$ cat src/board_pkg.sv
/*
 * Board package
 * Switch and key counts, decoded configuration, pressed keys,
 * drive activity bits and seven-segment types of the board glue.
 */

package board_pkg;

  localparam int SW_W  = 10;                // Slide switches SW9..SW0
  localparam int KEY_W = 4;                 // Push buttons KEY3..KEY0

  // Decoded switch configuration, SW9 down to SW1
  typedef struct packed {
    logic       scan_15khz;                 // SW9, scandoubler off
    logic       joy_emu;                    // SW8, keyboard joystick
    logic       audio_swap;                 // SW7, exchange channels
    logic       audio_center;               // SW6, centered mix
    logic       uart_ctrl;                  // SW5, UART to ctrl cpu
    logic [3:0] ctrl_cfg;                   // SW4..SW1
  } board_cfg_t;

  // Pressed keys, active high
  typedef struct packed {
    logic mouse_btn1;                       // KEY3
    logic mouse_btn2;                       // KEY2
    logic aux;                              // KEY1
    logic reset_req;                        // KEY0
  } keys_t;

  // Drive FIFO activity
  typedef struct packed {
    logic floppy_wr;
    logic floppy_rd;
    logic hd_wr;
    logic hd_rd;
  } drive_act_t;

  typedef logic [6:0] seg7_t;               // Active low, gfedcba

endpackage

$ cat src/audio_pkg.sv
/*
 * Audio package
 * Sample widths, stereo pair, mix mode and the handshake states
 * of the sample intake.
 */

package audio_pkg;

  localparam int SAMPLE_W = 15;             // Core DAC sample width

  typedef logic signed [SAMPLE_W-1:0] sample_t;
  typedef logic signed [SAMPLE_W:0]   out_sample_t;  // One bit of headroom for the mix

  typedef struct packed {
    sample_t left;
    sample_t right;
  } stereo_t;

  // Bit 1 centered mix, bit 0 channel exchange
  typedef enum logic [1:0] {
    MIX_STEREO      = 2'd0,
    MIX_SWAP        = 2'd1,
    MIX_CENTER      = 2'd2,
    MIX_SWAP_CENTER = 2'd3
  } mix_mode_e;

  typedef enum logic {
    HS_IDLE = 1'b0,                         // Waiting for req
    HS_ACK  = 1'b1                          // Ack up, waiting for req low
  } hs_state_e;

endpackage

$ cat src/board_controls.sv
/*
 * Board controls
 * Synchronizes switches and keys into clk_28, decodes them into
 * the configuration and key structs and the audio mix mode, and
 * routes the shared UART and the SPI data-in line.
 */

`timescale 1ns/1ps

module board_controls #(
  parameter int SYNC_STAGES = 2
) (
  input  logic                          clk_28,
  input  logic                          arst_n,
  input  logic [board_pkg::SW_W-1:0]    sw,
  input  logic [board_pkg::KEY_W-1:0]   key,          // Active low
  input  logic                          ctrl_txd,
  input  logic                          minimig_txd,
  input  logic                          uart_rxd,
  input  logic                          sd_dat,
  input  logic                          sd_cs_n,
  input  logic                          sdo,
  output board_pkg::board_cfg_t         cfg,
  output board_pkg::keys_t              keys,
  output audio_pkg::mix_mode_e          mix_mode,
  output logic                          uart_txd,
  output logic                          minimig_rxd,
  output logic                          spi_di
);

  localparam int SYNC_W = board_pkg::SW_W - 1 + board_pkg::KEY_W;  // SW0 unused here

  logic [SYNC_W-1:0] sync_q [SYNC_STAGES];    // Stage 0 is the metastable one

  //////////////////////////////////////////////////////////////////////
  // Synchronizer chain
  //////////////////////////////////////////////////////////////////////

  always_ff @(posedge clk_28 or negedge arst_n) begin
    if (!arst_n) begin
      for (int i = 0; i < SYNC_STAGES; i++) begin
        sync_q[i] <= '0;                      // All off and nothing pressed
      end
    end else begin
      sync_q[0] <= {sw[board_pkg::SW_W-1:1], ~key};  // Keys to active high
      for (int i = 1; i < SYNC_STAGES; i++) begin
        sync_q[i] <= sync_q[i-1];
      end
    end
  end

  // Field order follows the switch and key numbering
  assign cfg  = board_pkg::board_cfg_t'(sync_q[SYNC_STAGES-1][SYNC_W-1:board_pkg::KEY_W]);
  assign keys = board_pkg::keys_t'(sync_q[SYNC_STAGES-1][board_pkg::KEY_W-1:0]);

  always_comb begin
    case ({cfg.audio_center, cfg.audio_swap})
      2'b01:   mix_mode = audio_pkg::MIX_SWAP;
      2'b10:   mix_mode = audio_pkg::MIX_CENTER;
      2'b11:   mix_mode = audio_pkg::MIX_SWAP_CENTER;
      default: mix_mode = audio_pkg::MIX_STEREO;
    endcase
  end

  //////////////////////////////////////////////////////////////////////
  // Serial routing
  //////////////////////////////////////////////////////////////////////

  assign uart_txd    = cfg.uart_ctrl ? ctrl_txd : minimig_txd;  // TX owner
  assign minimig_rxd = cfg.uart_ctrl ? 1'b1 : uart_rxd;         // Idle high when not routed
  assign spi_di      = !sd_cs_n ? sd_dat : sdo;                 // Card drives MISO when selected

  // Swap and center in the mix mode follow the audio switches
  a_mix_mode: assert property (@(posedge clk_28) disable iff (!arst_n)
    (mix_mode inside {audio_pkg::MIX_SWAP, audio_pkg::MIX_SWAP_CENTER}) == cfg.audio_swap &&
    (mix_mode inside {audio_pkg::MIX_CENTER, audio_pkg::MIX_SWAP_CENTER}) == cfg.audio_center);

endmodule

$ cat src/reset_seq.sv
/*
 * CPU reset sequencer
 * Holds the core CPU in reset while the PLL is unlocked or KEY0
 * is pressed, then keeps it there for RESET_HOLD more cycles.
 */

`timescale 1ns/1ps

module reset_seq #(
  parameter int RESET_HOLD = 32
) (
  input  logic clk_28,
  input  logic arst_n,
  input  logic pll_locked,
  input  logic reset_req,                   // Synchronized KEY0
  output logic cpu_reset_n
);

  localparam int CNT_W = $clog2(RESET_HOLD + 1);

  logic [CNT_W-1:0] hold_cnt;
  logic             hold;

  assign hold = !pll_locked || reset_req;   // Any reason to keep reset

  always_ff @(posedge clk_28 or negedge arst_n) begin
    if (!arst_n) begin
      hold_cnt    <= CNT_W'(RESET_HOLD);
      cpu_reset_n <= 1'b0;
    end else if (hold) begin
      hold_cnt    <= CNT_W'(RESET_HOLD);    // Restart the count
      cpu_reset_n <= 1'b0;
    end else begin
      if (hold_cnt != '0) begin
        hold_cnt <= hold_cnt - 1'b1;
      end
      if (hold_cnt <= CNT_W'(1)) begin
        cpu_reset_n <= 1'b1;                // Counter hits zero this edge
      end
    end
  end

  // PLL loss reaches the CPU reset on the next edge
  a_pll_reset: assert property (@(posedge clk_28) disable iff (!arst_n)
    !pll_locked |=> !cpu_reset_n);

endmodule

$ cat src/audio_mixer.sv
/*
 * Audio mixer
 * Takes left/right samples over a four-phase req/ack handshake,
 * applies channel exchange and the centered mix, and holds the
 * result in the output registers.
 */

`timescale 1ns/1ps

module audio_mixer (
  input  logic                   clk_28,
  input  logic                   arst_n,
  input  audio_pkg::mix_mode_e   mix_mode,
  input  logic                   sample_req,
  input  audio_pkg::stereo_t     sample_in,
  output logic                   sample_ack,
  output audio_pkg::out_sample_t left_out,
  output audio_pkg::out_sample_t right_out
);

  audio_pkg::hs_state_e  state;
  audio_pkg::sample_t    own_l, own_r;      // Samples after routing
  audio_pkg::out_sample_t mix_l, mix_r;
  logic                  swap, center;
  logic                  capture;

  //////////////////////////////////////////////////////////////////////
  // Mix datapath
  //////////////////////////////////////////////////////////////////////

  assign swap   = mix_mode inside {audio_pkg::MIX_SWAP, audio_pkg::MIX_SWAP_CENTER};
  assign center = mix_mode inside {audio_pkg::MIX_CENTER, audio_pkg::MIX_SWAP_CENTER};

  assign own_l = swap ? sample_in.right : sample_in.left;
  assign own_r = swap ? sample_in.left  : sample_in.right;

  // Half of the opposite channel bleeds in, sum fits one extra bit
  always_comb begin
    mix_l = audio_pkg::out_sample_t'(own_l);                 // Sign extend
    mix_r = audio_pkg::out_sample_t'(own_r);
    if (center) begin
      mix_l = mix_l + audio_pkg::out_sample_t'(own_r >>> 1);
      mix_r = mix_r + audio_pkg::out_sample_t'(own_l >>> 1);
    end
  end

  //////////////////////////////////////////////////////////////////////
  // Four-phase handshake
  //////////////////////////////////////////////////////////////////////

  assign capture = (state == audio_pkg::HS_IDLE) && sample_req;

  always_ff @(posedge clk_28 or negedge arst_n) begin
    if (!arst_n) begin
      state      <= audio_pkg::HS_IDLE;
      sample_ack <= 1'b0;
    end else begin
      case (state)
        audio_pkg::HS_IDLE: if (sample_req) begin
          state      <= audio_pkg::HS_ACK;
          sample_ack <= 1'b1;               // Sample taken
        end
        audio_pkg::HS_ACK: if (!sample_req) begin
          state      <= audio_pkg::HS_IDLE;
          sample_ack <= 1'b0;               // Ready for the next one
        end
        default: begin
          state      <= audio_pkg::HS_IDLE;
          sample_ack <= 1'b0;
        end
      endcase
    end
  end

  always_ff @(posedge clk_28 or negedge arst_n) begin
    if (!arst_n) begin
      left_out  <= '0;
      right_out <= '0;
    end else if (capture) begin
      left_out  <= mix_l;                   // Only on the ack rising edge
      right_out <= mix_r;
    end
  end

  a_ack_state: assert property (@(posedge clk_28) disable iff (!arst_n)
    sample_ack |-> state == audio_pkg::HS_ACK);

  // Outputs hold for the whole ack phase
  a_out_stable: assert property (@(posedge clk_28) disable iff (!arst_n)
    sample_ack && $past(sample_ack) |-> $stable(left_out) && $stable(right_out));

endmodule

$ cat src/status_display.sv
/*
 * Status display
 * Shows the floppy track number on two hex digits and stretches
 * the drive FIFO activity pulses so they are visible on the LEDs.
 */

`timescale 1ns/1ps

module status_display #(
  parameter int STRETCH_CYCLES = 64
) (
  input  logic                  clk_28,
  input  logic                  arst_n,
  input  logic [7:0]            track,
  input  board_pkg::drive_act_t drive_act,
  output board_pkg::seg7_t      hex0,
  output board_pkg::seg7_t      hex1,
  output board_pkg::drive_act_t led_g
);

  localparam int CNT_W = $clog2(STRETCH_CYCLES + 1);

  logic [3:0] act_vec;
  logic [3:0] led_vec;

  // Nibble to active-low segments
  function automatic board_pkg::seg7_t hex_seg(input logic [3:0] nib);
    case (nib)
      4'h0:    hex_seg = 7'h40;
      4'h1:    hex_seg = 7'h79;
      4'h2:    hex_seg = 7'h24;
      4'h3:    hex_seg = 7'h30;
      4'h4:    hex_seg = 7'h19;
      4'h5:    hex_seg = 7'h12;
      4'h6:    hex_seg = 7'h02;
      4'h7:    hex_seg = 7'h78;
      4'h8:    hex_seg = 7'h00;
      4'h9:    hex_seg = 7'h10;
      4'ha:    hex_seg = 7'h08;
      4'hb:    hex_seg = 7'h03;             // Lower case b
      4'hc:    hex_seg = 7'h46;
      4'hd:    hex_seg = 7'h21;             // Lower case d
      4'he:    hex_seg = 7'h06;
      default: hex_seg = 7'h0e;             // F
    endcase
  endfunction

  //////////////////////////////////////////////////////////////////////
  // Track digits
  //////////////////////////////////////////////////////////////////////

  always_ff @(posedge clk_28 or negedge arst_n) begin
    if (!arst_n) begin
      hex0 <= hex_seg(4'h0);                // Shows 00 out of reset
      hex1 <= hex_seg(4'h0);
    end else begin
      hex0 <= hex_seg(track[3:0]);
      hex1 <= hex_seg(track[7:4]);
    end
  end

  //////////////////////////////////////////////////////////////////////
  // Activity stretchers
  //////////////////////////////////////////////////////////////////////

  assign act_vec = drive_act;

  for (genvar i = 0; i < 4; i++) begin : g_stretch
    logic [CNT_W-1:0] cnt;

    always_ff @(posedge clk_28 or negedge arst_n) begin
      if (!arst_n) begin
        cnt <= '0;
      end else if (act_vec[i]) begin
        cnt <= CNT_W'(STRETCH_CYCLES);      // Retrigger on every pulse
      end else if (cnt != '0) begin
        cnt <= cnt - 1'b1;
      end
    end

    assign led_vec[i] = (cnt != '0);

    a_cnt_max: assert property (@(posedge clk_28) disable iff (!arst_n)
      cnt <= CNT_W'(STRETCH_CYCLES));
  end

  assign led_g = board_pkg::drive_act_t'(led_vec);

endmodule

$ cat src/minimig_board.sv
/*
 * Minimig board glue, top level
 * Control synchronization, serial routing, CPU reset sequencing,
 * audio mixing and the status display of the DE1 board.
 */

`timescale 1ns/1ps

module minimig_board #(
  parameter int SYNC_STAGES    = 2,
  parameter int RESET_HOLD     = 32,
  parameter int STRETCH_CYCLES = 64
) (
  input  logic                          clk_28,
  input  logic                          arst_n,
  // Switches, keys, PLL
  input  logic [board_pkg::SW_W-1:0]    sw,
  input  logic [board_pkg::KEY_W-1:0]   key,          // Active low
  input  logic                          pll_locked,
  // UART
  input  logic                          uart_rxd,
  output logic                          uart_txd,
  input  logic                          ctrl_txd,
  input  logic                          minimig_txd,
  output logic                          minimig_rxd,
  // SPI data in
  input  logic                          sd_dat,
  input  logic                          sd_cs_n,
  input  logic                          sdo,
  output logic                          spi_di,
  // Audio samples
  input  logic                          sample_req,
  input  audio_pkg::stereo_t            sample_in,
  output logic                          sample_ack,
  output audio_pkg::out_sample_t        left_out,
  output audio_pkg::out_sample_t        right_out,
  // Indicators
  input  logic [7:0]                    track,
  input  board_pkg::drive_act_t         drive_act,
  output board_pkg::seg7_t              hex0,
  output board_pkg::seg7_t              hex1,
  output board_pkg::drive_act_t         led_g,
  // Decoded controls and CPU reset
  output board_pkg::board_cfg_t         cfg,
  output board_pkg::keys_t              keys,
  output logic                          cpu_reset_n
);

  audio_pkg::mix_mode_e mix_mode;           // From the audio switches

  board_controls #(.SYNC_STAGES(SYNC_STAGES)) u_controls (
    .clk_28      (clk_28      ),
    .arst_n      (arst_n      ),
    .sw          (sw          ),
    .key         (key         ),
    .ctrl_txd    (ctrl_txd    ),
    .minimig_txd (minimig_txd ),
    .uart_rxd    (uart_rxd    ),
    .sd_dat      (sd_dat      ),
    .sd_cs_n     (sd_cs_n     ),
    .sdo         (sdo         ),
    .cfg         (cfg         ),
    .keys        (keys        ),
    .mix_mode    (mix_mode    ),
    .uart_txd    (uart_txd    ),
    .minimig_rxd (minimig_rxd ),
    .spi_di      (spi_di      )
  );

  reset_seq #(.RESET_HOLD(RESET_HOLD)) u_reset (
    .clk_28      (clk_28        ),
    .arst_n      (arst_n        ),
    .pll_locked  (pll_locked    ),
    .reset_req   (keys.reset_req),          // KEY0
    .cpu_reset_n (cpu_reset_n   )
  );

  audio_mixer u_audio (
    .clk_28      (clk_28      ),
    .arst_n      (arst_n      ),
    .mix_mode    (mix_mode    ),
    .sample_req  (sample_req  ),
    .sample_in   (sample_in   ),
    .sample_ack  (sample_ack  ),
    .left_out    (left_out    ),
    .right_out   (right_out   )
  );

  status_display #(.STRETCH_CYCLES(STRETCH_CYCLES)) u_display (
    .clk_28      (clk_28      ),
    .arst_n      (arst_n      ),
    .track       (track       ),
    .drive_act   (drive_act   ),
    .hex0        (hex0        ),
    .hex1        (hex1        ),
    .led_g       (led_g       )
  );

endmodule

$ cat config.mk
export PLATFORM = sky130hd
export DESIGN_NAME = minimig_board
export DESIGN_NICKNAME = d
export VERILOG_FILES = /design/src/board_pkg.sv /design/src/audio_pkg.sv /design/src/board_controls.sv /design/src/reset_seq.sv /design/src/audio_mixer.sv /design/src/status_display.sv /design/src/minimig_board.sv
export SDC_FILE = /design/constraint.sdc
export NUM_CORES = 1
export LEC_CHECK = 0
export BUFFER_PORTS_ARGS = -buffer_cell sky130_fd_sc_hd__buf_2
export CAP_MARGIN = 20
export CORE_MARGIN = 5
export CORE_UTILIZATION = 51
export DETAILED_ROUTE_END_ITERATION = 10
export GPL_TIMING_DRIVEN = 0
export PLACE_DENSITY = 0.77
export SYNTH_ARGS = -nofsm -noshare
export SYNTH_HDL_FRONTEND = slang
export SYNTH_HIERARCHICAL = 1
export SYNTH_SLANG_ARGS = --single-unit
export TNS_END_PERCENT = 30
$ cat constraint.sdc
create_clock -name clk_28 -period 3.5 [get_ports clk_28]
set_input_delay 0.525 -clock clk_28 [delete_from_list [all_inputs] [get_ports clk_28]]
set_output_delay 0.525 -clock clk_28 [all_outputs]
set_load 0.02 [all_outputs]
==> flow_summary_export.csv, run 1 <==
group,metric,value,unit
route,drtIter0Drc,419,
yosys,ys_seq_elements,109,
floorplan,io_pins,134,
power_and_ir_drop,power,4.44,mW
finish,final_common_cell,"buf_2",
clock_network,cts_tree,"done",
critical_path,critPathLaunchType,"flop",
clock_network,path_clk_slew,70,ps
clock_network,cts-root-buf,"clkbuf_16",
finish,drive_above_1_share,27.7,%
route,final_antenna_net_count,0,
power_and_ir_drop,seqPwrFrac,39.5,%
clock_network,cts_buffers,9,
yosys,synth.cell_area,7240,µm²
route,drt_wl_total,17.4,mm
finish,stdcell_count,1073,
grt,grt_max_degree,66,
finish,area_growth,17.5,%
place,place_inst,1054,
timing,hold_viol_final,0,
timing,post-route-min-period,3320,ps
grt,grt_use_total,20.7,%
clock_network,clk_path_buf_depth,2,
timing,clock_skew,7.78,ps
route,viasPerCell,5.69,
grt,grt_pass1_vias,5705,
clock_network,cts_sinks,109,
finish,nets,992,
finish,most-common-layout-cells,"buf_2 (129), dfrtp_1 (106), nor2_1 (65)",
grt,antenna_found_initial,0,
yosys,yosys.cell_types.count,80,
grt,grt_overflow_total,0,
power_and_ir_drop,power.density,522,nW/µm²
clock_network,htreeDepth,3,
timing,rsz0062_at_grt,"no",
yosys,yosysTopAreaCellShare,36.6,%
route,first_pass_iters,8,
critical_path,required,3760,ps
yosys,synth-main-ff-cell,"dfrtp_1",
status,status,"complete, no violations",
place,port-buffer-count,121,
place,place_ws,-575,ps
power_and_ir_drop,vdd_ir_drop_max,0.369,mV
timing,final_max_slew_viol_count,0,
floorplan,row_count,43,
yosys,synth-edff-count,0,
finish,n_antenna_cell,0,
clock_network,holdBufCountCts,0,
yosys,synthTopCellsByArea,"dfrtp_1 (37%), ha_1 (6.6%), mux2_2 (5.0%)",
yosys,syn_inst,752,
power_and_ir_drop,p_sw_share,36.5,%
floorplan,dieArea,16700,µm²
yosys,syn_area_per_cell,9.63,µm²
floorplan,initial_utilization,52.2,%
floorplan,die_width,129,µm
min_path,hold_path.class,"in2async",
timing,fin_hold_ws,286,ps
timing,relSlewSlack,42.6,%
finish,ff_latch_area,2730,µm²
timing,fin_crit_sh,94.9,%
power_and_ir_drop,p_int,2.82,mW
critical_path,critPathKind,"reg2reg",
grt,grt_pass1_wl,28.1,mm
yosys,ys_seq_area_share,37.7,%
timing,setup_viol,0,
critical_path,cp-end-kind,"flop",
route,wl_per_cell,16.2,µm
timing,max_freq,301,MHz
timing,worst_pin_slew,861,ps
floorplan,core-area,13900,µm²
power_and_ir_drop,p_sw,1.62,mW
yosys,ys_warn_count,6,
finish,multiInputGateArea,4120,µm²
yosys,synth_top_area_cell,"dfrtp_1",
timing,setup_slack,180,ps
power_and_ir_drop,combPwrFrac,36.9,%
floorplan,die_h,129,µm
route,via_count,6101,
route,drc,0,
timing,setup_tns,0,ps
finish,fillerInstances,1214,
place,place.gp.congestion,0.945,
power_and_ir_drop,clockPowerShare,23.5,%
clock_network,clkLatencyLatePin,340,ps
critical_path,cp_max_fo,10,
run,cap_viol_max_count,0,
power_and_ir_drop,p_leak,3.93,nW
place,dp_hpwl,13.1,mm
critical_path,worstPathArrival,3580,ps
yosys,async_flop_share,100,%
yosys,synthesis.nets,856,
==> sequential cells by signal, summed over array words and instances (netlist names), 4 cells and up <==
| name | cells |
|---|---|
| u_display/g_stretch.cnt | 28 |
| u_audio/left_out | 16 |
| u_audio/right_out | 16 |
| u_controls/sync_q | 13 |
| u_controls/cfg | 9 |
| u_display/hex0 | 7 |
| u_display/hex1 | 7 |
| u_reset/hold_cnt | 6 |
| u_controls/keys | 4 |
==> cells in the mapped netlist, types with 6 or more instances <==
library cell,instances
a22o_1,8
o21ai_1,6
nand3b_1,7
nor3_1,18
or3_1,11
a21oi_1,33
nand2_1,55
a211oi_1,6
o21ai_0,27
mux2i_1,23
dfrtp_1,106
ha_1,38
inv_1,45
xor2_1,13
clkbuf_1,18
xnor2_1,30
nand3_1,28
buf_2,10
buf_4,15
nand2b_1,12
a21o_1,11
nor2_1,65
mux2_2,32
o31ai_1,9
==> worst max-delay path, stage by stage, from the launching register on <==
cell       delay (ps)
dfrtp_1           340
clkbuf_1          120
buf_6             160
buf_6             190
buf_4             210
mux2i_2           270
inv_1             130
ha_1              290
a21boi_0          400
a2111o_1          220
nand3_1           120
o2111ai_2         310
a41oi_2           170
xor2_1            170
o21ai_1           140
==> worst paths after layout <==
kind,from,to,slack [ps],depth (start not counted)
worst max register to register,u_controls/cfg[6]$_DFF_PN0_,u_audio/left_out[14]$_DFFE_PN0P_,180,14
max in group asynchronous,arst_n,u_display/hex1[6]$_DFF_PN1_,2440,2
worst min register to register,u_controls/sync_q[16]$_DFF_PN0_,u_controls/keys[3]$_DFF_PN0_,350,0
min in group clk_28,sw[6],u_controls/sync_q[22]$_DFF_PN0_,290,1
worst min-delay path,arst_n,u_controls/cfg[1]$_DFF_PN0_,290,1
worst max-delay path,u_controls/cfg[6]$_DFF_PN0_,u_audio/left_out[14]$_DFFE_PN0P_,180,14
==> cell type report <==
class,instances,share of cell area [%]
repair buffers,126,7.82
well taps,180,2.65
inverters,45,1.99
multi-input cells,549,48.4
clock buffers,10,2.81
flip-flops and latches,109,32.1
clock inverters,6,0.838
plain buffers,48,3.37
==> cells by family after synthesis <==
group	count (synthesis)	synth area share, %
flops	109	37.7
xor+xnor	43	5.20
fa+ha+maj	39	6.70
buf+inv	94	6.03
simple gates	232	16.6
compound gates	165	16.2
mux	70	11.5
==> routing by layer <==
| metal | part of all wire (%) | track usage (%) | vias to the layer above |
|---|---|---|---|
| met5 | 0 | 0 | - |
| met4 | 1.0 | 4.26 | 0 |
| met3 | 7.7 | 4.91 | 16 |
| met2 | 46 | 33.0 | 196 |
| met1 | 45 | 29.0 | 2938 |
| li1 | - | - | 2951 |
==> what timing repair did <==
action | 4_1_cts | 5_1_grt
resized for setup | 10 | 9
buffers inserted | 0 | 4
pin swaps | 0 | 3
endpoints found under the setup margin | 15 | 8
==> per-stage QoR <==
stage	utilization (%)	cell area, µm²
detailed placement	58.4	8100
floorplan	-	7240
global placement	58.2	8070
global route	61.3	8510
CTS	60.9	8450
finish	61.3	8510
==> power by group through the flow <==
stage / logic [mW] / clock network (mW) / registers (mW)
floorplan: 1.07 / 0 / 1.85
global placement: 1.58 / 0 / 1.77
detailed placement: 1.61 / 0 / 1.77
CTS: 1.63 / 1.09 / 1.75
global route: 1.82 / 1.14 / 1.80
finish: 1.64 / 1.05 / 1.76
Note: power is estimated with default switching activity, not from simulation.
==> inputs of run 2 (changes only) <==
Settings changed: ABC_AREA from default to 1, CORE_UTILIZATION 51 to 52, PLACE_DENSITY 0.77 to 0.78.
==> run 2 against run 1 <==
Final area increased by 4.6%. Synthesized cell count rose by 50%. Combinational power barely moved. Wire length grew 12%. Via count grew 23%. Register-to-register slack improved by 460 ps.
==> flow_summary_export.csv, run 2 <==
group,metric,value,unit
yosys,synthTopCellsByArea,"dfrtp_1 (34%), nand2_1 (19%), inv_1 (7.2%)",
yosys,synthesis.nets,1229,
min_path,hold_path.class,"in2async",
timing,setup_tns,0,ps
floorplan,io_pins,134,
clock_network,cts_sinks,109,
route,viasPerCell,5.14,
route,drtIter0Drc,518,
grt,grt_pass1_wl,32.8,mm
timing,post-route-min-period,2860,ps
yosys,ys_seq_elements,109,
grt,grt_use_total,22.4,%
finish,most-common-layout-cells,"nand2_1 (385), inv_1 (147), buf_2 (134)",
critical_path,critPathMaxStageDelay,500,ps
critical_path,worst-path-buf-inv,4,
finish,area_growth,15.8,%
finish,largest_reg_flops,28,
clock_network,clk_path_buf_depth,2,
place,port-buffer-count,132,
timing,worst_pin_slew,685,ps
clock_network,cts_buffers,9,
clock_network,htreeDepth,3,
floorplan,initial_utilization,52.9,%
critical_path,cp-end-kind,"flop",
finish,drive_above_1_share,19.7,%
critical_path,cp_max_fo,10,
timing,hold_viol_final,0,
critical_path,cpMaxStageDelayCell,"o21ai_0",
power_and_ir_drop,vdd_ir_drop_max,0.329,mV
route,via_count,7501,
status,status,"complete, no violations",
yosys,ys_seq_area_share,35.5,%
timing,final_max_slew_viol_count,0,
critical_path,required,3740,ps
grt,grt_pass1_vias,7071,
floorplan,row_count,44,
grt,antenna_found_initial,0,
place,dp_hpwl,15.3,mm
route,final_antenna_net_count,0,
clock_network,cts_tree,"done",
yosys,ys_warn_count,6,
clock_network,path_clk_slew,70,ps
route,first_pass_iters,5,
yosys,yosys.cell_types.count,40,
yosys,syn_inst,1125,
power_and_ir_drop,p_leak,5.08,nW
floorplan,die_h,132,µm
yosys,synth-edff-count,0,
timing,fin_crit_sh,81.6,%
yosys,synth_most_common_cell,"nand2_1",
route,wl_per_cell,13.4,µm
yosys,synth_top_area_cell,"dfrtp_1",
critical_path,critPathLaunchType,"flop",
finish,top_regs,"u_display/g_stretch.cnt x28, u_audio/left_out x16, u_audio/right_out x16",
yosys,syn_area_per_cell,6.83,µm²
timing,setup_viol,0,
critical_path,cpMostUsedCell,"nand2_1",
power_and_ir_drop,power.density,486,nW/µm²
finish,n_antenna_cell,0,
critical_path,worstPathArrival,3100,ps
grt,grt_max_degree,64,
finish,nets,1373,
critical_path,critPathKind,"reg2reg",
finish,fillerInstances,1447,
floorplan,die_width,132,µm
power_and_ir_drop,power,4.33,mW
yosys,synth.top_cells.by_count,"nand2_1 (385), inv_1 (147), dfrtp_1 (106)",
floorplan,core-area,14500,µm²
timing,clock_skew,7.73,ps
clock_network,cts_setup_buffers,0,
finish,final_common_cell,"nand2_1",
timing,rsz0062_at_grt,"no",
clock_network,clkLatencyLatePin,350,ps
clock_network,cts_resized,0,
run,cap_viol_max_count,0,
yosys,synth.cell_area,7690,µm²
route,drc,0,
place,place.gp.congestion,0.977,
clock_network,cts-root-buf,"clkbuf_16",
yosys,synth-main-ff-cell,"dfrtp_1",
grt,grt_overflow_total,0,
critical_path,critical-path-top-delay-family,"simple AND/OR/NAND/NOR gates",
clock_network,holdBufCountCts,0,
timing,relSlewSlack,54.3,%
timing,max_freq,350,MHz
route,drt_wl_total,19.5,mm
yosys,async_flop_share,100,%
yosys,yosysTopAreaCellShare,34.5,%
floorplan,dieArea,17300,µm²
finish,max_flop_register,"u_display/g_stretch.cnt",
critical_path,path_cells,"clkbuf_1, buf_6, buf_6, buf_4, o21ai_0, ha_1, nand2_1, nor3_1, and2_1, nand2_1, nand3_1, nand3_1, nand2_1, nand2_1",
run 2: cell count changes after synthesis, moves of 13 or more:
cell / change
nand2_2: +35
inv_1: +102
nand3_1: +70
mux2i_1: -23
nand2_1: +330
o21ai_0: +15
xnor2_1: -30
a21oi_1: +13
mux2_2: -32
run 2: per-stage QoR:
step	cells	hold slack [ps]	cell area, µm²	util (%)	setup slack [ps]
finish	1458	185	8900	61.2	642
global placement	1441	332	8580	59.0	661
detailed placement	1442	335	8610	59.2	760
floorplan	1125	229	7690	-	1230
global route	1458	232	8900	61.2	385
CTS	1458	206	8900	61.2	730
run 2: path summary, 6_finish.rpt:
path	startpoint	endpoint	slack (ps)	cells after the start
setup / recovery	u_controls/cfg[6]$_DFF_PN0_	u_audio/left_out[13]$_DFFE_PN0P_	640	14
hold / removal	arst_n	u_controls/sync_q[14]$_DFF_PN0_	190	1
setup reg to reg	u_controls/cfg[6]$_DFF_PN0_	u_audio/left_out[13]$_DFFE_PN0P_	640	14
hold reg to reg	u_controls/sync_q[18]$_DFF_PN0_	u_controls/cfg[1]$_DFF_PN0_	350	0
max in group asynchronous	arst_n	u_display/hex0[6]$_DFF_PN1_	2550	2
min in group clk_28	sw[3]	u_controls/sync_q[19]$_DFF_PN0_	280	1
run 2: worst register-to-register path, stage by stage, from the launching register on:
cell and delay (ps):
dfrtp_1 380, clkbuf_1 100, buf_6 130, buf_6 140, buf_4 180, o21ai_0 510, ha_1 310, nand2_1 120
nor3_1 320, and2_1 170, nand2_1 90, nand3_1 90, nand3_1 80, nand2_1 90, nand2_1 50
run 2: final cells by class:
cell class / count / area [µm²] / share of cell area, %
Buffer: 38 / 267 / 2.99
Clock buffer: 10 / 239 / 2.69
Clock inverter: 6 / 51.3 / 0.576
Inverter: 161 / 607 / 6.82
Multi-Input combinational cell: 817 / 4080 / 45.9
Sequential cell: 109 / 2730 / 30.7
Tap cell: 184 / 230 / 2.59
Timing Repair Buffer: 133 / 691 / 7.76
run 2: routing by layer:
metal / track usage [%] / part of all wire (%) / up-vias
met5: 0 / 0 / -
met4: 7.43 / 2.2 / 0
met3: 5.16 / 7.2 / 34
met2: 36.5 / 47 / 238
met1: 29.4 / 44 / 3415
li1: - / - / 3814
run 2: kinds of logic (layout without fill, tap and decap cells):
family,count (synthesis),after routing,synth area share (%)
fa+ha+maj,38,38,6.18
simple gates,647,647,36.9
xor+xnor,10,10,1.14
buf+inv,199,348,11.4
compound gates,122,122,8.93
flops,109,109,35.5
run 2: report_power, final:
part / switching, mW / internal, mW / leakage (nW)
registers: 0.174 / 1.49 / 1.32
clock network: 0.473 / 0.515 / 0.146
logic: 1.08 / 0.588 / 3.61
total: 1.73 / 2.60 / 5.08
==> inputs of run 3 (changes only) <==
Clock period 3.5 ns to 2.4 ns, I/O delays scaled along.
==> run 3 against run 2 <==
The flow now finishes with violations (negative setup slack). Register-to-register slack worse by 660 ps. Sequential share of layout area fell by 2.4 points. Critical endpoint is now u_audio/right_out[14]$_DFFE_PN0P_. Utilization rose by 5.1 points.
==> flow_summary_export.csv, run 3 (synthesized netlist as in run 2, its figures left out) <==
group,metric,value,unit
place,place_ws,-340,ps
power_and_ir_drop,vdd_ir_drop_max,0.479,mV
critical_path,cp_max_fo,10,
finish,largest_reg_flops,28,
floorplan,core-area,14500,µm²
grt,grt_pass1_vias,7227,
grt,use_met1,29.2,%
grt,grt.busiest_layer,"met2",
place,place.gp.congestion,0.977,
route,viasPerCell,5.37,
power_and_ir_drop,combPwrFrac,41.2,%
route,first_pass_iters,6,
grt,grt_use_total,23.0,%
timing,fin_hold_ws,22.6,ps
clock_network,clkLatencyLatePin,350,ps
grt,grt_overflow_total,0,
floorplan,die_width,132,µm
timing,final_max_slew_viol_count,0,
power_and_ir_drop,p_int,3.92,mW
finish,area_growth,25.4,%
floorplan,row_count,44,
grt,antenna_found_initial,0,
power_and_ir_drop,p_sw,2.68,mW
clock_network,clk_path_buf_depth,2,
status,violations,"negative setup slack",
min_path,hold_path.class,"in2async",
critical_path,required,2680,ps
status,status,"finished with violations",
finish,n_antenna_cell,0,
route,final_antenna_net_count,0,
critical_path,cp-startpoint,"u_controls/cfg[6]$_DFF_PN0_",
route,via_count,7925,
power_and_ir_drop,power.density,684,nW/µm²
clock_network,htreeDepth,3,
timing,hold_viol_final,0,
timing,worst_pin_slew,774,ps
route,wl_per_cell,14.6,µm
place,dp_hpwl,15.3,mm
grt,grt_max_degree,64,
timing,fin_crit_sh,101,%
finish,top_regs,"u_display/g_stretch.cnt x28, u_audio/left_out x16, u_audio/right_out x16",
timing,post-route-min-period,2420,ps
power_and_ir_drop,seqPwrFrac,36.9,%
grt,grt_pass1_wl,33.6,mm
critical_path,reg2reg_slack,-20,ps
floorplan,dieArea,17300,µm²
critical_path,r2r_end,"u_audio/right_out[14]$_DFFE_PN0P_",
timing,clock_skew,6.05,ps
clock_network,path_clk_slew,70,ps
floorplan,initial_utilization,52.9,%
route,drc,0,
clock_network,cts-root-buf,"clkbuf_16",
finish,fillerInstances,1302,
clock_network,cts_sinks,109,
timing,rsz0062_at_grt,"yes",
route,drt_wl_total,21.6,mm
critical_path,cp-end-kind,"flop",
timing,relSlewSlack,48.4,%
timing,setup_tns,-19.9,ps
finish,fin_util,66.3,%
floorplan,die_h,132,µm
timing,setup_slack,-18.8,ps
run,cap_viol_max_count,0,
finish,max_flop_register,"u_display/g_stretch.cnt",
critical_path,r2r-start,"u_controls/cfg[6]$_DFF_PN0_",
power_and_ir_drop,clockPowerShare,21.9,%
route,drtIter0Drc,582,
finish,nets,1391,
power_and_ir_drop,p_sw_share,40.6,%
power_and_ir_drop,p_leak,5.28,nW
grt,use_met3,5.89,%
grt,grtUsageMet2,38.0,%
critical_path,critPathLaunchType,"flop",
clock_network,cts_tree,"done",
finish,drive_above_1_share,27.8,%
finish,most-common-layout-cells,"nand2_1 (360), inv_1 (138), buf_2 (134)",
finish,stdcell_count,1476,
timing,setup_viol,2,
critical_path,ff2ff_path_depth,13,
floorplan,io_pins,134,
critical_path,worstPathArrival,2700,ps
place,place_inst,1442,
timing,max_freq,413,MHz
place,port-buffer-count,132,
finish,final_common_cell,"nand2_1",
critical_path,critPathKind,"reg2reg",
clock_network,cts_buffers,9,
==> run 3: critical path, stage by stage, from the launching register on <==
cell and delay (ps):
dfrtp_1 390, buf_6 150, buf_6 150, buf_12 150
o21ai_4 250, ha_4 270, a21o_1 180, a21oi_1 130
o21bai_1 100, a21oi_2 190, nand2_1 80, nand2_1 80
nand3_2 90, a21oi_2 130
==> run 3: metal layers <==
layer  up-vias  wire, µm
met2       373     10300
met3        73      1850
li1       3851         -
met4         0       725
met1      3628      8700
met5         -         0
==> run 3: layout make-up <==
| class | instances | area, µm² | share of cell area [%] |
|---|---|---|---|
| plain buffers | 37 | 287 | 2.97 |
| clock inverters | 6 | 51.3 | 0.532 |
| well taps | 184 | 230 | 2.39 |
| inverters | 161 | 614 | 6.37 |
| repair buffers | 152 | 853 | 8.85 |
| clock buffers | 10 | 239 | 2.48 |
| flip-flops and latches | 109 | 2730 | 28.3 |
| multi-input cells | 817 | 4640 | 48.1 |
==> run 3: power groups by stage <==
stage | Clock [mW] | Sequential (mW) | Combinational, mW
5_1_grt | 1.56 | 2.48 | 3.04
2_1_floorplan | 0 | 2.56 | 1.65
3_3_place_gp | 0 | 2.45 | 2.35
4_1_cts | 1.49 | 2.43 | 2.50
6_report | 1.44 | 2.43 | 2.71
3_5_place_dp | 0 | 2.46 | 2.42
==> run 3: worst max-delay path by stage <==
stage	to	slack [ps]	depth (start not counted)
2_1_floorplan	u_audio/left_out[14]$_DFFE_PN0P_	130	14
3_3_place_gp	u_audio/right_out[14]$_DFFE_PN0P_	-300	15
3_5_place_dp	u_audio/right_out[14]$_DFFE_PN0P_	-340	14
4_1_cts	u_audio/right_out[14]$_DFFE_PN0P_	6	16
5_1_grt	u_audio/right_out[14]$_DFFE_PN0P_	-150	15
6_report	u_audio/right_out[14]$_DFFE_PN0P_	-20	13
==> run 3: through the flow <==
stage	power, mW	cell area [µm²]
2_1_floorplan	4.22	7690
3_5_place_dp	4.88	8610
5_1_grt	7.08	9640
6_report	6.59	9640
4_1_cts	6.42	9100
3_3_place_gp	4.80	8580
==> run 3: timing repair <==
action | 4_1_cts | 5_1_grt
setup endpoints to repair | 17 | 22
pin swaps | 16 | 38
hold buffers | 0 | 0
setup buffers | 7 | 11
cloned | 1 | 0
resized for setup | 29 | 102
